`src/dbg_bus_pkg.sv`:
```
//////////////////////////////////////////////////
// Debug bus definitions
// Widths and packed structs of the AXI-lite debug
// slave port and of its skid buffer payloads
//////////////////////////////////////////////////
package dbg_bus_pkg;

	// Debug word width and byte offset bits below a word
	localparam int DBG_DATA_WIDTH = 32;
	localparam int DBG_LSB = $clog2(DBG_DATA_WIDTH/8);
	// Full byte address as carried on the bus
	localparam int DBG_AXIL_ADDR_WIDTH = 32;
	// Word address seen past the skid buffers
	localparam int DBG_WADDR_WIDTH = 6;

	typedef logic [DBG_WADDR_WIDTH-1:0] dbg_waddr_t;

	// Write data and byte strobes travel together
	typedef struct packed {
		logic [DBG_DATA_WIDTH-1:0]   data;
		logic [DBG_DATA_WIDTH/8-1:0] strb;
	} dbg_wr_payload_t;

	// Everything the host drives
	typedef struct packed {
		logic                           awvalid;
		logic [DBG_AXIL_ADDR_WIDTH-1:0] awaddr;
		logic                           wvalid;
		logic [DBG_DATA_WIDTH-1:0]      wdata;
		logic [DBG_DATA_WIDTH/8-1:0]    wstrb;
		logic                           bready;
		logic                           arvalid;
		logic [DBG_AXIL_ADDR_WIDTH-1:0] araddr;
		logic                           rready;
	} dbg_axil_req_t;

	// Everything the slave drives back
	typedef struct packed {
		logic                      awready;
		logic                      wready;
		logic                      bvalid;
		logic [1:0]                bresp;
		logic                      arready;
		logic                      rvalid;
		logic [DBG_DATA_WIDTH-1:0] rdata;
		logic [1:0]                rresp;
	} dbg_axil_rsp_t;

endpackage

```
`src/cpu_ctrl_pkg.sv`:
```
//////////////////////////////////////////////////
// CPU control definitions
// Control word bits, status word layout and the
// structs of the CPU debug port
//////////////////////////////////////////////////
package cpu_ctrl_pkg;

	// Word address bit that picks the control register
	localparam int CTRL_SEL_BIT = 5;

	// Control word bits
	localparam int RESET_BIT       = 6;
	localparam int STEP_BIT        = 8;
	localparam int HALT_BIT        = 10;
	localparam int CLEAR_CACHE_BIT = 11;

	// Status word, listed from bit 31 down to bit 0
	typedef struct packed {
		logic [14:0] rsvd_hi;
		logic        interrupt_hi;
		logic        brk;
		logic [2:0]  cc;
		logic        rsvd_11;
		logic        halt_cmd;
		logic        halted;
		logic        rsvd_8;
		logic        interrupt;
		logic        cpu_reset;
		logic [5:0]  rsvd_lo;
	} cpu_status_t;

	// Toward the core
	typedef struct packed {
		logic        cpu_reset;
		logic        halt;
		logic        clear_cache;
		logic        we;
		logic [4:0]  wreg;
		logic [31:0] wdata;
		logic [4:0]  rreg;
	} cpu_dbg_cmd_t;

	// From the core
	typedef struct packed {
		logic        stall;
		logic        brk;
		logic [2:0]  cc;
		logic [31:0] rdata;
	} cpu_dbg_rsp_t;

	// One accepted control write
	typedef struct packed {
		logic        valid;
		logic [3:0]  strb;
		logic [31:0] data;
	} dbg_cmd_t;

endpackage

```
`src/skid_buffer.sv`:
```
//////////////////////////////////////////////////
// Skid buffer
// Valid/ready stage with one spare entry, payload
// type chosen per instance
//////////////////////////////////////////////////
`timescale 1ns/1ps

module skid_buffer #(
	parameter type T = logic [7:0]
) (
	input  logic S_AXI_ACLK,
	input  logic S_AXI_ARESETN,
	// Upstream side
	input  logic i_valid,
	output logic o_ready,
	input  T     i_data,
	// Downstream side
	output logic o_valid,
	input  logic i_ready,
	output T     o_data
);

	// Spare entry
	logic r_valid;
	T     r_data;

	// Spare fills when a beat arrives that downstream refuses
	always_ff @(posedge S_AXI_ACLK)
	if (!S_AXI_ARESETN)
		r_valid <= 1'b0;
	else if (i_valid && o_ready && o_valid && !i_ready)
		r_valid <= 1'b1;
	else if (i_ready)
		r_valid <= 1'b0;

	// Capture whenever the spare is free
	always_ff @(posedge S_AXI_ACLK)
	if (o_ready)
		r_data <= i_data;

	// Bus ready only hangs on the spare
	assign o_ready = !r_valid;

	// Spare entry first, else pass straight through
	assign o_valid = i_valid || r_valid;
	assign o_data  = r_valid ? r_data : i_data;

endmodule

```
`src/reset_hold_timer.sv`:
```
//////////////////////////////////////////////////
// Reset hold timer
// Keeps the CPU in reset for a fixed count
//////////////////////////////////////////////////
`timescale 1ns/1ps

module reset_hold_timer #(
	parameter int RESET_DURATION = 10
) (
	input  logic S_AXI_ACLK,
	input  logic S_AXI_ARESETN,
	input  logic i_cpu_reset,
	output logic o_hold
);

	localparam int CW = (RESET_DURATION > 1) ? $clog2(RESET_DURATION+1) : 1;

	logic [CW-1:0] count;

	// Down-counter, reloaded on either reset
	always_ff @(posedge S_AXI_ACLK)
	if (!S_AXI_ARESETN || i_cpu_reset)
		count <= CW'(RESET_DURATION);
	else if (count != '0)
		count <= count - 1'b1;

	// Hold drops as the count reaches its last step
	always_ff @(posedge S_AXI_ACLK)
	if (!S_AXI_ARESETN || i_cpu_reset)
		o_hold <= (RESET_DURATION > 0);
	else
		o_hold <= (count > 1);

endmodule

```
`src/cpu_cmd_fsm.sv`:
```
//////////////////////////////////////////////////
// CPU run control
// Reset, halt, single step and cache clear state
// machine driven by debug control writes
//////////////////////////////////////////////////
`timescale 1ns/1ps

module cpu_cmd_fsm #(
	parameter bit START_HALTED = 1'b0
) (
	input  logic                   S_AXI_ACLK,
	input  logic                   S_AXI_ARESETN,
	input  logic                   i_cpu_reset,
	input  logic                   i_hold,
	input  cpu_ctrl_pkg::dbg_cmd_t i_cmd,
	input  logic                   i_reg_write_accept,
	input  logic                   i_reg_write_pending,
	input  logic                   i_stall,
	input  logic                   i_brk,
	output logic                   o_cpu_reset,
	output logic                   o_halt,
	output logic                   o_clear_cache
);

	import cpu_ctrl_pkg::*;

	typedef enum logic [2:0] {
		ST_RESETTING,
		ST_RUNNING,
		ST_HALTED,
		ST_STEPPING,
		ST_CLEARING
	} state_t;

	state_t state, state_nxt;

	// Byte lanes of the control write
	logic cmd_b0, cmd_b1;
	logic halt_req, step_req, release_req, clear_req, reset_req;

	assign cmd_b0 = i_cmd.valid && i_cmd.strb[0];
	assign cmd_b1 = i_cmd.valid && i_cmd.strb[1];

	// Halt only when step is not asked for too
	assign halt_req = cmd_b1 && i_cmd.data[HALT_BIT] && !i_cmd.data[STEP_BIT];
	assign step_req = cmd_b1 && i_cmd.data[STEP_BIT];
	// Never let go while a register write is still outstanding
	assign release_req = cmd_b1 && (!i_cmd.data[HALT_BIT] || i_cmd.data[STEP_BIT])
		&& !i_reg_write_pending && !i_stall;
	assign clear_req = cmd_b1 && i_cmd.data[CLEAR_CACHE_BIT];
	// Break resets the core unless it starts halted
	assign reset_req = i_hold || (i_brk && !START_HALTED)
		|| (cmd_b0 && i_cmd.data[RESET_BIT]);

	//////////////////////////////////////////////////
	// Next state
	//////////////////////////////////////////////////
	always_comb
	begin
		state_nxt = state;
		case (state)
		ST_RESETTING:
			state_nxt = START_HALTED ? ST_HALTED : ST_RUNNING;
		ST_RUNNING:
			if (step_req)
				state_nxt = ST_STEPPING;
		ST_HALTED:
			if (release_req)
				state_nxt = i_cmd.data[STEP_BIT] ? ST_STEPPING : ST_RUNNING;
		// Both end once the core goes quiet
		ST_STEPPING, ST_CLEARING:
			if (!i_stall)
				state_nxt = ST_HALTED;
		default:
			state_nxt = ST_RESETTING;
		endcase

		// Halt requests, an ongoing clear keeps running
		if (state != ST_CLEARING
				&& (halt_req || i_reg_write_accept || (i_brk && START_HALTED)))
			state_nxt = ST_HALTED;

		// Cache clear needs the halt bit alongside it
		if (clear_req)
		begin
			if (i_cmd.data[HALT_BIT] || state == ST_CLEARING)
				state_nxt = ST_CLEARING;
			else
				state_nxt = ST_HALTED;
		end

		// Reset wins over everything
		if (reset_req)
			state_nxt = ST_RESETTING;
	end

	always_ff @(posedge S_AXI_ACLK)
	if (!S_AXI_ARESETN || i_cpu_reset)
		state <= ST_RESETTING;
	else
		state <= state_nxt;

	//////////////////////////////////////////////////
	// Outputs decoded from state
	//////////////////////////////////////////////////
	assign o_cpu_reset = (state == ST_RESETTING);
	assign o_halt = (state == ST_RESETTING) ? START_HALTED
		: (state == ST_HALTED || state == ST_CLEARING);
	assign o_clear_cache = (state == ST_CLEARING);

endmodule

```
`src/dbg_write_path.sv`:
```
//////////////////////////////////////////////////
// Debug write path
// Accepts debug writes, splits control from register
// writes and returns the write response
//////////////////////////////////////////////////
`timescale 1ns/1ps

module dbg_write_path #(
	parameter int DBG_ADDR_WIDTH = 8
) (
	input  logic                                     S_AXI_ACLK,
	input  logic                                     S_AXI_ARESETN,
	// Write address
	input  logic                                     i_aw_valid,
	input  logic [DBG_ADDR_WIDTH-dbg_bus_pkg::DBG_LSB-1:0] i_aw_addr,
	output logic                                     o_aw_ready,
	// Write data
	input  logic                                     i_w_valid,
	input  dbg_bus_pkg::dbg_wr_payload_t             i_w_data,
	output logic                                     o_w_ready,
	// Write response
	input  logic                                     i_bready,
	output logic                                     o_bvalid,
	// Core side
	input  logic                                     i_stall,
	output cpu_ctrl_pkg::dbg_cmd_t                   o_cmd,
	output logic                                     o_reg_write_accept,
	output logic                                     o_reg_write_pending,
	output logic                                     o_we,
	output logic [4:0]                               o_wreg,
	output logic [dbg_bus_pkg::DBG_DATA_WIDTH-1:0]   o_wdata
);

	import cpu_ctrl_pkg::*;

	logic is_ctrl, has_strb, write_ready;

	assign is_ctrl  = i_aw_addr[CTRL_SEL_BIT];
	assign has_strb = |i_w_data.strb;

	// Address and data together, B free, and no register
	// write stuck behind a stalled core
	assign write_ready = i_aw_valid && i_w_valid
		&& (!has_strb || is_ctrl || !i_stall || !o_we)
		&& (!o_bvalid || i_bready);

	assign o_aw_ready = write_ready;
	assign o_w_ready  = write_ready;

	//////////////////////////////////////////////////
	// Register write toward the core
	//////////////////////////////////////////////////
	// we holds until the core takes it
	always_ff @(posedge S_AXI_ACLK)
	if (!S_AXI_ARESETN)
		o_we <= 1'b0;
	else if (!o_we || !i_stall)
		o_we <= write_ready && has_strb && !is_ctrl;

	always_ff @(posedge S_AXI_ACLK)
	if (!o_we || !i_stall)
	begin
		o_wreg  <= i_aw_addr[4:0];
		o_wdata <= i_w_data.data;
	end

	assign o_reg_write_accept  = write_ready && has_strb && !is_ctrl;
	assign o_reg_write_pending = o_we;

	// Control write strobe for the run control
	assign o_cmd.valid = write_ready && is_ctrl;
	assign o_cmd.strb  = i_w_data.strb;
	assign o_cmd.data  = i_w_data.data;

	//////////////////////////////////////////////////
	// Write response
	//////////////////////////////////////////////////
	always_ff @(posedge S_AXI_ACLK)
	if (!S_AXI_ARESETN)
		o_bvalid <= 1'b0;
	else if (write_ready)
		o_bvalid <= 1'b1;
	else if (i_bready)
		o_bvalid <= 1'b0;

endmodule

```
`src/dbg_read_path.sv`:
```
//////////////////////////////////////////////////
// Debug read path
// One read at a time, status word or core register
//////////////////////////////////////////////////
`timescale 1ns/1ps

module dbg_read_path #(
	parameter int DBG_ADDR_WIDTH = 8
) (
	input  logic                                     S_AXI_ACLK,
	input  logic                                     S_AXI_ARESETN,
	// Read address
	input  logic                                     i_ar_valid,
	input  logic [DBG_ADDR_WIDTH-dbg_bus_pkg::DBG_LSB-1:0] i_ar_addr,
	output logic                                     o_ar_ready,
	// Read data
	input  logic                                     i_rready,
	output logic                                     o_rvalid,
	output logic [dbg_bus_pkg::DBG_DATA_WIDTH-1:0]   o_rdata,
	// Core side
	output logic [4:0]                               o_rreg,
	input  logic [dbg_bus_pkg::DBG_DATA_WIDTH-1:0]   i_core_rdata,
	input  cpu_ctrl_pkg::cpu_status_t                i_status
);

	import cpu_ctrl_pkg::*;

	logic read_ready, is_ctrl;
	// Register read waiting on core data
	logic reg_pending;

	assign is_ctrl = i_ar_addr[CTRL_SEL_BIT];

	assign read_ready = i_ar_valid && !reg_pending && (!o_rvalid || i_rready);
	assign o_ar_ready = read_ready;

	// Core answers this one cycle later
	assign o_rreg = i_ar_addr[4:0];

	always_ff @(posedge S_AXI_ACLK)
	if (!S_AXI_ARESETN)
		reg_pending <= 1'b0;
	else
		reg_pending <= read_ready && !is_ctrl;

	// Status answers at once, registers a cycle later
	always_ff @(posedge S_AXI_ACLK)
	if (!S_AXI_ARESETN)
		o_rvalid <= 1'b0;
	else if (!o_rvalid || i_rready)
		o_rvalid <= (read_ready && is_ctrl) || reg_pending;

	always_ff @(posedge S_AXI_ACLK)
	if (!o_rvalid || i_rready)
		o_rdata <= reg_pending ? i_core_rdata : i_status;

endmodule

```
`src/zip_dbg_ctrl.sv`:
```
//////////////////////////////////////////////////
// Debug control port
// AXI-lite debug slave for the CPU wrapper, with
// run control, reset hold and status readback
//////////////////////////////////////////////////
`timescale 1ns/1ps

module zip_dbg_ctrl #(
	parameter int DBG_ADDR_WIDTH = 8,
	parameter int RESET_DURATION = 10,
	parameter bit START_HALTED   = 1'b0
) (
	input  logic                           S_AXI_ACLK,
	input  logic                           S_AXI_ARESETN,
	input  logic                           i_interrupt,
	input  logic                           i_cpu_reset,
	// Debug bus
	input  dbg_bus_pkg::dbg_axil_req_t     i_dbg_axil,
	output wire dbg_bus_pkg::dbg_axil_rsp_t o_dbg_axil,
	// CPU debug port
	input  cpu_ctrl_pkg::cpu_dbg_rsp_t     i_cpu_dbg,
	output wire cpu_ctrl_pkg::cpu_dbg_cmd_t o_cpu_dbg
);

	import dbg_bus_pkg::*;
	import cpu_ctrl_pkg::*;

	// Skid buffer outputs
	logic            aw_valid, w_valid, ar_valid;
	logic            aw_ready, w_ready, ar_ready;
	dbg_waddr_t      aw_addr, ar_addr;
	dbg_wr_payload_t w_in, w_data;

	// Between the paths and run control
	dbg_cmd_t    cmd;
	logic        reg_write_accept, reg_write_pending;
	logic        hold;
	cpu_status_t status;

	//////////////////////////////////////////////////
	// Skid buffers
	//////////////////////////////////////////////////
	assign w_in = '{data: i_dbg_axil.wdata, strb: i_dbg_axil.wstrb};

	skid_buffer #(.T(dbg_waddr_t)) aw_skid (
		.S_AXI_ACLK(S_AXI_ACLK),
		.S_AXI_ARESETN(S_AXI_ARESETN),
		.i_valid(i_dbg_axil.awvalid),
		.o_ready(o_dbg_axil.awready),
		.i_data(i_dbg_axil.awaddr[DBG_ADDR_WIDTH-1:DBG_LSB]),
		.o_valid(aw_valid),
		.i_ready(aw_ready),
		.o_data(aw_addr)
	);

	skid_buffer #(.T(dbg_wr_payload_t)) w_skid (
		.S_AXI_ACLK(S_AXI_ACLK),
		.S_AXI_ARESETN(S_AXI_ARESETN),
		.i_valid(i_dbg_axil.wvalid),
		.o_ready(o_dbg_axil.wready),
		.i_data(w_in),
		.o_valid(w_valid),
		.i_ready(w_ready),
		.o_data(w_data)
	);

	skid_buffer #(.T(dbg_waddr_t)) ar_skid (
		.S_AXI_ACLK(S_AXI_ACLK),
		.S_AXI_ARESETN(S_AXI_ARESETN),
		.i_valid(i_dbg_axil.arvalid),
		.o_ready(o_dbg_axil.arready),
		.i_data(i_dbg_axil.araddr[DBG_ADDR_WIDTH-1:DBG_LSB]),
		.o_valid(ar_valid),
		.i_ready(ar_ready),
		.o_data(ar_addr)
	);

	//////////////////////////////////////////////////
	// Write and read paths
	//////////////////////////////////////////////////
	dbg_write_path #(.DBG_ADDR_WIDTH(DBG_ADDR_WIDTH)) write_path (
		.S_AXI_ACLK(S_AXI_ACLK),
		.S_AXI_ARESETN(S_AXI_ARESETN),
		.i_aw_valid(aw_valid),
		.i_aw_addr(aw_addr),
		.o_aw_ready(aw_ready),
		.i_w_valid(w_valid),
		.i_w_data(w_data),
		.o_w_ready(w_ready),
		.i_bready(i_dbg_axil.bready),
		.o_bvalid(o_dbg_axil.bvalid),
		.i_stall(i_cpu_dbg.stall),
		.o_cmd(cmd),
		.o_reg_write_accept(reg_write_accept),
		.o_reg_write_pending(reg_write_pending),
		.o_we(o_cpu_dbg.we),
		.o_wreg(o_cpu_dbg.wreg),
		.o_wdata(o_cpu_dbg.wdata)
	);

	dbg_read_path #(.DBG_ADDR_WIDTH(DBG_ADDR_WIDTH)) read_path (
		.S_AXI_ACLK(S_AXI_ACLK),
		.S_AXI_ARESETN(S_AXI_ARESETN),
		.i_ar_valid(ar_valid),
		.i_ar_addr(ar_addr),
		.o_ar_ready(ar_ready),
		.i_rready(i_dbg_axil.rready),
		.o_rvalid(o_dbg_axil.rvalid),
		.o_rdata(o_dbg_axil.rdata),
		.o_rreg(o_cpu_dbg.rreg),
		.i_core_rdata(i_cpu_dbg.rdata),
		.i_status(status)
	);

	// Responses are always OKAY
	assign o_dbg_axil.bresp = 2'b00;
	assign o_dbg_axil.rresp = 2'b00;

	//////////////////////////////////////////////////
	// Run control
	//////////////////////////////////////////////////
	reset_hold_timer #(.RESET_DURATION(RESET_DURATION)) hold_timer (
		.S_AXI_ACLK(S_AXI_ACLK),
		.S_AXI_ARESETN(S_AXI_ARESETN),
		.i_cpu_reset(i_cpu_reset),
		.o_hold(hold)
	);

	cpu_cmd_fsm #(.START_HALTED(START_HALTED)) cmd_fsm (
		.S_AXI_ACLK(S_AXI_ACLK),
		.S_AXI_ARESETN(S_AXI_ARESETN),
		.i_cpu_reset(i_cpu_reset),
		.i_hold(hold),
		.i_cmd(cmd),
		.i_reg_write_accept(reg_write_accept),
		.i_reg_write_pending(reg_write_pending),
		.i_stall(i_cpu_dbg.stall),
		.i_brk(i_cpu_dbg.brk),
		.o_cpu_reset(o_cpu_dbg.cpu_reset),
		.o_halt(o_cpu_dbg.halt),
		.o_clear_cache(o_cpu_dbg.clear_cache)
	);

	// Status word, halted means the core is not stalled
	assign status = '{
		rsvd_hi:      '0,
		interrupt_hi: i_interrupt,
		brk:          i_cpu_dbg.brk,
		cc:           i_cpu_dbg.cc,
		rsvd_11:      1'b0,
		halt_cmd:     o_cpu_dbg.halt,
		halted:       !i_cpu_dbg.stall,
		rsvd_8:       1'b0,
		interrupt:    i_interrupt,
		cpu_reset:    o_cpu_dbg.cpu_reset,
		rsvd_lo:      '0
	};

endmodule

```
`config.mk`:
```
export PLATFORM = sky130hd
export DESIGN_NAME = zip_dbg_ctrl
export DESIGN_NICKNAME = d
export VERILOG_FILES = /design/src/dbg_bus_pkg.sv /design/src/cpu_ctrl_pkg.sv /design/src/skid_buffer.sv /design/src/reset_hold_timer.sv /design/src/cpu_cmd_fsm.sv /design/src/dbg_write_path.sv /design/src/dbg_read_path.sv /design/src/zip_dbg_ctrl.sv
export SDC_FILE = /design/constraint.sdc
export NUM_CORES = 1
export LEC_CHECK = 0
export ABC_AREA = 0
export BUFFER_PORTS_ARGS = -buffer_cell sky130_fd_sc_hd__buf_2
export CORE_ASPECT_RATIO = 1.1
export CORE_UTILIZATION = 49
export DETAILED_ROUTE_END_ITERATION = 12
export PLACE_DENSITY_LB_ADDON = 0.05
export SLEW_MARGIN = 0
export SYNTH_ARGS = -nofsm -noshare
export SYNTH_HDL_FRONTEND = slang
export SYNTH_SLANG_ARGS = --single-unit
```
`constraint.sdc`:
```
create_clock -name S_AXI_ACLK -period 4 [get_ports S_AXI_ACLK]
set_clock_uncertainty 0.05 [all_clocks]
set_input_delay 0.4 -clock S_AXI_ACLK [delete_from_list [all_inputs] [get_ports S_AXI_ACLK]]
set_output_delay 0.4 -clock S_AXI_ACLK [all_outputs]
set_load 0.02 [all_outputs]
```
==> reports/qor.csv, run 1 <==
metric;value;unit
synth_area;4830;sq um
synth_edf_count;69;
wl_per_cell;14.3;microns
hold_violations;0;
ys.warnings.count;0;
ys_ff_latch;132;
areaGrowthSynthToFinish;31.4;%
status;completed;
cts.sinks;132;
cp_slowest_stage_delay;0.55;ns
postCtsSetupRepairBufs;0;
finalCritPeriodShare;61.8;%
worstPathArrival;2.86;ns
grt_pass1_wl;14.9;mm
timing.fmax;405;MHz
critPathSlowestCell;dfxtp_2;
hold_class;in2reg;
grt_max_degree;40;
crit_chain;buf_4, mux2_2, a41oi_1, and2b_1, or3_1, a31oi_1;
syn_inst;337;
initial_core_util;50.9;%
rsz0062_at_grt;no;
postCtsHoldBufs;0;
post_dp_cell_area;5710;sq um
drt-total-wl;9.11;mm
grt_usage;18.9;%
leakagePower;2.81;nW
regArea;3330;sq um
post-route-util;66.9;%
die_y;106;microns
num_rows;37;
worstMarginPinSlew;1.08;ns
async_flop_share;0;%
dp.cells;606;
critical-path-top-delay-family;simple AND/OR/NAND/NOR gates;
numCtsBuffers;17;
vias;3114;
pre_cts_ws;1.52;ns
final_max_slew_viol_count;0;
hold_path_depth;3;
finalCriticalPeriod;2.47;ns
fin_cells;638;
design_area;6350;sq um
fillerInstances;764;
fin_setup_tns;0;ns
port_buffers;176;
start_kind;flip-flop;
drc;0;
crit_buf_inv;1;
vdd_ir_drop_max;0.000330;V
die-area;10300;sq um
layout-drive-gt1-share;50.3;%
antenna_cells;0;
cap_violations;0;
dr.first_iter.drc_count;92;
gp_congestion;0.749;
insertion_delay;0.51;ns
clockBufferDepth;2;
worstPathRequired;4.39;ns
final_nets;657;
worst-path-max-fanout;26;
core_area;9490;sq um
synth_cell_types;43;
die_w;96.7;microns
setup_slack;1.53;ns
slew_headroom;28.1;%
synth_seq_area_share;68.9;%
setup_viol;0;
root_buffer;clkbuf_8;
dp_hpwl;6.42;mm
cts_resized;0;
firstDrtPassIters;4;
crit_cells;6;
synth_flop_cell;edfxtp_1;
multi_input_area;1280;sq um
cts_tree;done;
avgViaCountPerCell;4.88;
antenna_found_initial;0;
grt_pass1_vias;3155;
io_pins;233;
power_density;569;nW/um^2
syn_avg_cell_area;14.3;sq um
reg2reg_depth;6;
cts.htree.levels;4;
ant_nets;0;
grt-ovfl-total;0;
clk_pin_slew;0.06;ns
critical_path_class;reg2reg;
end_kind;flip-flop;
## worst paths after layout
check                    startpoint                   to  slack (ns)
setup / recovery     w_skid.r_valid     cmd_fsm.state[1]        1.53
hold / removal          i_cpu_reset  hold_timer.count[1]        0.05
setup reg to reg     w_skid.r_valid     cmd_fsm.state[1]        1.53
hold reg to reg   w_skid.r_data[19]    w_skid.r_data[19]        0.42
## synth_stat cells, types with 2 or more instances
| library cell | n | area [sq um] |
|---|---|---|
| o211ai_1 | 2 | 15.0 |
| nor2b_1 | 3 | 18.8 |
| buf_1 | 3 | 11.3 |
| nand2_1 | 15 | 56.3 |
| a21oi_1 | 5 | 25.0 |
| nor4_1 | 2 | 12.5 |
| nor2_1 | 12 | 45.0 |
| or3_1 | 3 | 18.8 |
| buf_4 | 18 | 135 |
| o22ai_1 | 2 | 12.5 |
| and2_1 | 23 | 144 |
| o21ai_0 | 5 | 25.0 |
| a21boi_0 | 2 | 15.0 |
| nand2b_1 | 7 | 43.8 |
| edfxtp_1 | 69 | 2070 |
| nand3b_1 | 2 | 15.0 |
| ha_1 | 3 | 37.5 |
| xnor2_1 | 2 | 17.5 |
| nor3_1 | 4 | 20.0 |
| nand4_1 | 2 | 12.5 |
| o31ai_1 | 2 | 15.0 |
| dfxtp_1 | 63 | 1260 |
| mux2_2 | 49 | 552 |
| clkbuf_1 | 7 | 26.3 |
| mux2i_1 | 4 | 40.0 |
| inv_1 | 11 | 41.3 |
## sequential cells by signal, summed over array words and instances, names as in the netlist
signal,cells
write_path.o_bvalid,1
aw_skid.r_valid,1
read_path.o_rdata,32
write_path.o_reg_write_pending,1
write_path.o_wreg,5
w_skid.r_data,36
read_path.o_rvalid,1
write_path.o_wdata,32
hold_timer.o_hold,1
ar_skid.r_valid,1
ar_skid.r_data,6
cmd_fsm.state,3
w_skid.r_valid,1
aw_skid.r_data,6
hold_timer.count,4
read_path.reg_pending,1
## layout make-up
type                       instances  area share (%)
sequential                       132            52.5
multi-input combinational        167            20.2
timing repair buffer             179            14.2
clock buffer                      21            7.41
clock inverter                    11            2.68
tap                              117            2.30
inverter                          11           0.650
## power breakdown
part,total (W),internal [W],switching (W),leakage (nW)
registers,0.00161,0.00156,0.0000449,1.28
logic,0.000366,0.000152,0.000214,1.22
clock network,0.00164,0.00108,0.000552,0.308
total,0.00361,0.00280,0.000810,2.81
## metal layers
| layer | vias to the layer above | track usage [%] | share of wire [%] |
|---|---|---|---|
| li1 | 1521 | - | - |
| met1 | 1469 | 23.1 | 42 |
| met2 | 116 | 30.8 | 51 |
| met3 | 8 | 6.64 | 6.2 |
| met4 | 0 | 7.78 | 1.1 |
| met5 | - | 0 | 0 |
## metrics by stage
stage                     hold WS (ns)  power (W)
final                           0.0505    0.00361
after floorplan                  0.392    0.00187
after global placement           0.401    0.00199
after detailed placement         0.406    0.00201
after global routing            0.0553    0.00375
after CTS                       0.0194    0.00365
## cell families (layout without fill, tap and decap cells)
| group | Yosys count | after routing | synth area share (%) |
|---|---|---|---|
| compound gates | 27 | 27 | 3.96 |
| xor+xnor | 2 | 2 | 0.362 |
| fa+ha+maj | 3 | 3 | 0.776 |
| buf+inv | 41 | 222 | 4.76 |
| flops | 132 | 132 | 68.9 |
| mux | 53 | 53 | 12.2 |
| other cells | 1 | 4 | 0.0776 |
| simple gates | 78 | 78 | 8.88 |
## worst register-to-register path, cell delays in order, from the launching register on
cell	delay, ns
dfxtp_2	0.55
buf_4	0.40
mux2_2	0.43
a41oi_1	0.24
and2b_1	0.24
or3_1	0.34
a31oi_1	0.15
## layout by cell type (no fill, tap or decap), types with 3 or more instances in the layout
cell,Yosys,routed
mux2i_1,4,4
nor2_1,12,12
and2_1,23,23
buf_2,1,176
ha_1,3,3
a21oi_1,5,5
bufinv_16,0,4
nor3_1,4,4
buf_4,18,3
clkbuf_8,0,3
dfxtp_1,63,62
mux2_2,49,49
conb_1,1,4
nor2b_1,3,3
inv_1,11,11
or3_1,3,3
clkbuf_16,0,17
nand2_1,15,14
o21ai_0,5,5
edfxtp_1,69,69
nand2b_1,7,7
(Power assumes the default switching activity.)
==> run 2: changes to the inputs <==
--- a/config.mk
+++ b/config.mk
@@ -8,7 +8,7 @@
 export ABC_AREA = 0
 export BUFFER_PORTS_ARGS = -buffer_cell sky130_fd_sc_hd__buf_2
 export CORE_ASPECT_RATIO = 1.1
-export CORE_UTILIZATION = 49
+export CORE_UTILIZATION = 41
 export DETAILED_ROUTE_END_ITERATION = 12
 export PLACE_DENSITY_LB_ADDON = 0.05
 export SLEW_MARGIN = 0
==> constraint.sdc (replaced) <==
create_clock -name S_AXI_ACLK -period 2.2 [get_ports S_AXI_ACLK]
set_clock_uncertainty 0.05 [all_clocks]
set_input_delay 0.22 -clock S_AXI_ACLK [delete_from_list [all_inputs] [get_ports S_AXI_ACLK]]
set_output_delay 0.22 -clock S_AXI_ACLK [all_outputs]
set_load 0.02 [all_outputs]
==> run 2 against run 1 <==
Register-to-register slack lost 1.4 ns. Critical path depth did not move. Global-route usage is 3.5 points lower. Clock power increased by 78%. Sequential cell count did not move. First-iteration DRC count up 27%. Maximum frequency up 21%. Routed wire length is 2.5% higher. Via count rose by 0.77%. Sequential power grew 81%. Largest cell class unchanged.
==> reports/qor.csv, run 2 (synthesis gave the netlist of run 1 again) <==
metric;value;unit
final_cell_mix;buf_2, edfxtp_1, dfxtp_1;
die_y;116;microns
vdd_ir_drop_max;0.000418;V
crit_chain;mux2_2, or4b_4, o41ai_2, and2b_1, nand4_1, a31oi_1;
core_area;11500;sq um
wl_per_cell;13.3;microns
post_dp_cell_area;5790;sq um
clockBufferDepth;2;
worst-path-max-fanout;6;
setup_slack;0.163;ns
numCtsBuffers;17;
dp_hpwl;6.55;mm
io_pins;233;
end_kind;flip-flop;
critical-path-top-delay-family;simple AND/OR/NAND/NOR gates;
slew_headroom;64.7;%
design_area;6690;sq um
cap_violations;0;
cts_tree;done;
critPathSlowestCell;or4b_4;
die-area;12200;sq um
final_max_slew_viol_count;0;
grt_usage;15.5;%
largest_reg_flops;36;
max_flop_register;w_skid.r_data;
gp_congestion;0.755;
avgViaCountPerCell;4.46;
firstDrtPassIters;4;
initial_core_util;42.1;%
layout-drive-gt1-share;48.6;%
cp_slowest_stage_delay;0.49;ns
pre_cts_ws;0.166;ns
grt_max_degree;32;
grt_pass1_vias;2973;
fin_setup_tns;0;ns
setup_viol;0;
ant_nets;0;
worstMarginPinSlew;0.529;ns
post-route-util;58.3;%
drt-total-wl;9.34;mm
root_buffer;clkbuf_16;
timing.fmax;491;MHz
antenna_cells;0;
finalCriticalPeriod;2.04;ns
die_w;106;microns
cts.sinks;132;
hold_class;in2reg;
r2r_slack;0.16;ns
power.total;0.00655;W
hold_violations;0;
drc;0;
grt_pass1_wl;14.2;mm
antenna_found_initial;0;
areaGrowthSynthToFinish;38.5;%
clk_pin_slew;0.06;ns
dr.first_iter.drc_count;117;
port_buffers;176;
cts.htree.levels;4;
worstPathArrival;2.31;ns
worstPathRequired;2.47;ns
power_density;979;nW/um^2
leakagePower;2.95;nW
final_nets;689;
insertion_delay;0.40;ns
vias;3138;
final_common_cell;buf_2;
grt-ovfl-total;0;
crit_buf_inv;0;
top_regs;w_skid.r_data: 36 flops, read_path.o_rdata: 32 flops, write_path.o_wdata: 32 flops;
rsz0062_at_grt;no;
num_rows;41;
status;completed;
critical_path_class;reg2reg;
finalCritPeriodShare;92.6;%
start_kind;flip-flop;
[run 2: changes by cell type in the layout (fill, tap and decap cells not counted), moves of 3 or more]
| cell | delta |
|---|---|
| clkinv_4 | +3 |
| dlygate4sd3_1 | +27 |
| buf_4 | +4 |
| clkbuf_8 | -3 |
[run 2: report_power, final]
| group | internal (W) | switching [W] |
|---|---|---|
| clock network | 0.00187 | 0.00105 |
| logic | 0.000319 | 0.000408 |
| registers | 0.00284 | 0.0000666 |
[run 2: metal layers]
metal	up-vias	wire [microns]	GRT usage, %
li1	1583	-	-
met3	4	520	5.12
met5	-	0	0
met1	1454	4020	18.0
met2	97	4750	26.3
met4	0	54	6.67
[run 2: path summary, 6_finish.rpt]
check,from,cells after the start,endpoint
setup / recovery,w_skid.r_valid,6,cmd_fsm.state[1]
hold / removal,i_dbg_axil[44],2,w_skid.r_data[9]
setup reg to reg,w_skid.r_valid,6,cmd_fsm.state[1]
hold reg to reg,ar_skid.r_data[2],1,ar_skid.r_data[2]
[run 2: worst register-to-register path: cells and delay by family (launching register included)]
| kind | cells | cell delay, ns |
|---|---|---|
| AOI/OAI and AO/OA | 2 | 0.47 |
| DFF | 1 | 0.35 |
| muxes | 1 | 0.27 |
| and+or+nand+nor | 3 | 0.82 |
[run 2: metrics by stage]
stage	instances	hold slack, ns
6_report	703	0.00914
3_5_place_dp	644	0.384
4_1_cts	702	0.000239
5_1_grt	703	0.00336
2_1_floorplan	340	0.273
3_3_place_gp	644	0.380
[run 2: area by class of cell]
class                      count  area (sq um)
timing repair buffer         211          1210
fill                        1006          4800
tap                          150           188
clock inverter                13           173
multi-input combinational    167          1290
sequential                   132          3330
clock buffer                  19           454
inverter                      11          41.3
[run 2: what timing repair did]
action                                 in CTS  in global routing
resized for setup                           0                  2
endpoints found under the hold margin      26                  1
hold buffers                               26                  1
setup endpoints to repair                   0                  1
setup buffers                               0                  0
==> run 3: changes to the inputs <==
--- a/config.mk
+++ b/config.mk
@@ -6,10 +6,10 @@
 export NUM_CORES = 1
 export LEC_CHECK = 0
 export ABC_AREA = 0
-export BUFFER_PORTS_ARGS = -buffer_cell sky130_fd_sc_hd__buf_2
-export CORE_ASPECT_RATIO = 1.1
-export CORE_UTILIZATION = 41
+export CORE_ASPECT_RATIO = 1.4
+export CORE_UTILIZATION = 50
 export DETAILED_ROUTE_END_ITERATION = 12
+export DONT_BUFFER_PORTS = 1
 export PLACE_DENSITY_LB_ADDON = 0.05
 export SLEW_MARGIN = 0
 export SYNTH_ARGS = -nofsm -noshare
==> run 3 against run 2 <==
Register-to-register slack hardly changed. Clock power decreased by 8.2%. Combinational power down 39%. Sequential cell count stayed put. Die area fell by 18%. Critical endpoint is now w_skid.r_valid. Cell area shrank 3.8%. Largest power group is now registers. Via count is 8.4% lower. Total power down 4.8%. Non-clock buffer count down 107. Utilization increased by 10 points.
==> reports/qor.csv, run 3 (synthesis gave the netlist of run 1 again) <==
metric;value;unit
regArea;3330;sq um
reg2reg_depth;6;
core_area;9410;sq um
status;completed;
min_to;hold_timer.count[2];
wl_per_cell;16.5;microns
num_rows;42;
multi_input_area;1310;sq um
grt_max_degree;39;
end_kind;flip-flop;
leakagePower;2.50;nW
power_density;969;nW/um^2
die-area;10100;sq um
cts_tree;done;
cp_slowest_stage_delay;0.56;ns
port_buffers;0;
die_y;118;microns
antenna_found_initial;0;
ant_nets;0;
fin_setup_tns;0;ns
critical_path_class;reg2reg;
vias;2874;
initial_core_util;51.4;%
rsz0062_at_grt;no;
max_flop_register;w_skid.r_data;
post_dp_cell_area;4890;sq um
dp.cells;430;
hold_class;in2reg;
antenna_cells;0;
finalCriticalPeriod;2.03;ns
hold_path_depth;2;
setup_slack;0.169;ns
avgViaCountPerCell;5.17;
pre_cts_ws;0.175;ns
top_regs;w_skid.r_data: 36 flops, read_path.o_rdata: 32 flops, write_path.o_wdata: 32 flops;
clockBufferDepth;2;
final_max_slew_viol_count;0;
cp-startpoint;w_skid.r_valid;
grt_usage;19.5;%
areaGrowthSynthToFinish;33.2;%
cts.sinks;132;
hold_violations;0;
grt_pass1_vias;2964;
cap_violations;0;
final_cell_mix;dlygate4sd3_1, edfxtp_1, dfxtp_1;
vdd_ir_drop_max;0.000511;V
fillerInstances;663;
reg2reg_to;w_skid.r_valid;
r2r_slack;0.17;ns
gp_congestion;0.734;
setup_viol;0;
drt-total-wl;9.20;mm
finalCritPeriodShare;92.3;%
design_area;6440;sq um
root_buffer;clkbuf_16;
min_from;i_cpu_reset;
layout-drive-gt1-share;21.3;%
worst-path-max-fanout;18;
final_common_cell;dlygate4sd3_1;
firstDrtPassIters;4;
dp_hpwl;5.48;mm
crit_chain;buf_6, mux2i_1, nor3b_2, o31ai_1, nor2_1, dlygate4sd3_1;
fin_cells;556;
timing.fmax;492;MHz
numCtsBuffers;17;
dr.first_iter.drc_count;97;
critPathSlowestCell;dlygate4sd3_1;
start_kind;flip-flop;
drc;0;
clk_pin_slew;0.05;ns
final_nets;582;
cts.htree.levels;4;
die_w;85.1;microns
worstPathRequired;2.43;ns
grt-ovfl-total;0;
largest_reg_flops;36;
timing.rr.start;w_skid.r_valid;
grt_pass1_wl;14.6;mm
worstPathArrival;2.26;ns
insertion_delay;0.40;ns
io_pins;233;
[run 3: per-stage QoR]
step                total power [W]  hold WS, ns  utilization [%]
floorplan                   0.00340        0.273                -
global placement            0.00346        0.289             51.9
detailed placement          0.00347        0.291             51.9
CTS                         0.00630     0.000584             68.0
global route                0.00647       0.0177             68.4
finish                      0.00624       0.0279             68.4
[run 3: layer usage]
layer	vias up	track usage (%)	routed length [microns]
met2	123	31.0	4570
met4	0	6.99	97
met3	6	10.5	903
met5	-	0	0
li1	1370	-	-
met1	1375	22.0	3630
[run 3: power by group]
group          switching, W  leakage, nW  internal, W
Combinational      0.000188        0.942     0.000256
Clock              0.000997        0.276      0.00168
Sequential         0.000260         1.28      0.00286
[run 3: worst max path at each step]
stage,endpoint,slack (ns),cells after the start
2_1_floorplan,cmd_fsm.state[1],0.12,5
3_3_place_gp,cmd_fsm.state[1],0.22,6
3_5_place_dp,cmd_fsm.state[1],0.18,6
4_1_cts,w_skid.r_valid,0.07,6
5_1_grt,cmd_fsm.state[1],0.01,6
6_report,w_skid.r_valid,0.17,6
[run 3: area by class of cell]
type | instances | area share [%]
flip-flops and latches | 132 | 51.8
inverters | 11 | 0.641
repair buffers | 104 | 16.1
clock buffers | 21 | 7.48
clock inverters | 11 | 1.55
well taps | 110 | 2.14
multi-input cells | 167 | 20.3
[run 3: worst max-delay path, delay by kind of cell (launching register included)]
family / cells / cell delay [ns]
flip-flops: 1 / 0.41
multiplexers: 1 / 0.12
AO/OA/AOI/OAI: 1 / 0.29
AND/OR/NAND/NOR: 2 / 0.25
buffers and inverters: 2 / 0.79
[run 3: repair_timing]
| item | in CTS | in global routing |
|---|---|---|
| setup endpoints to repair | 0 | 2 |
| hold buffers | 93 | 1 |
| hold endpoints to repair | 126 | 1 |
| resized for setup | 0 | 6 |
| buffers inserted | 0 | 0 |
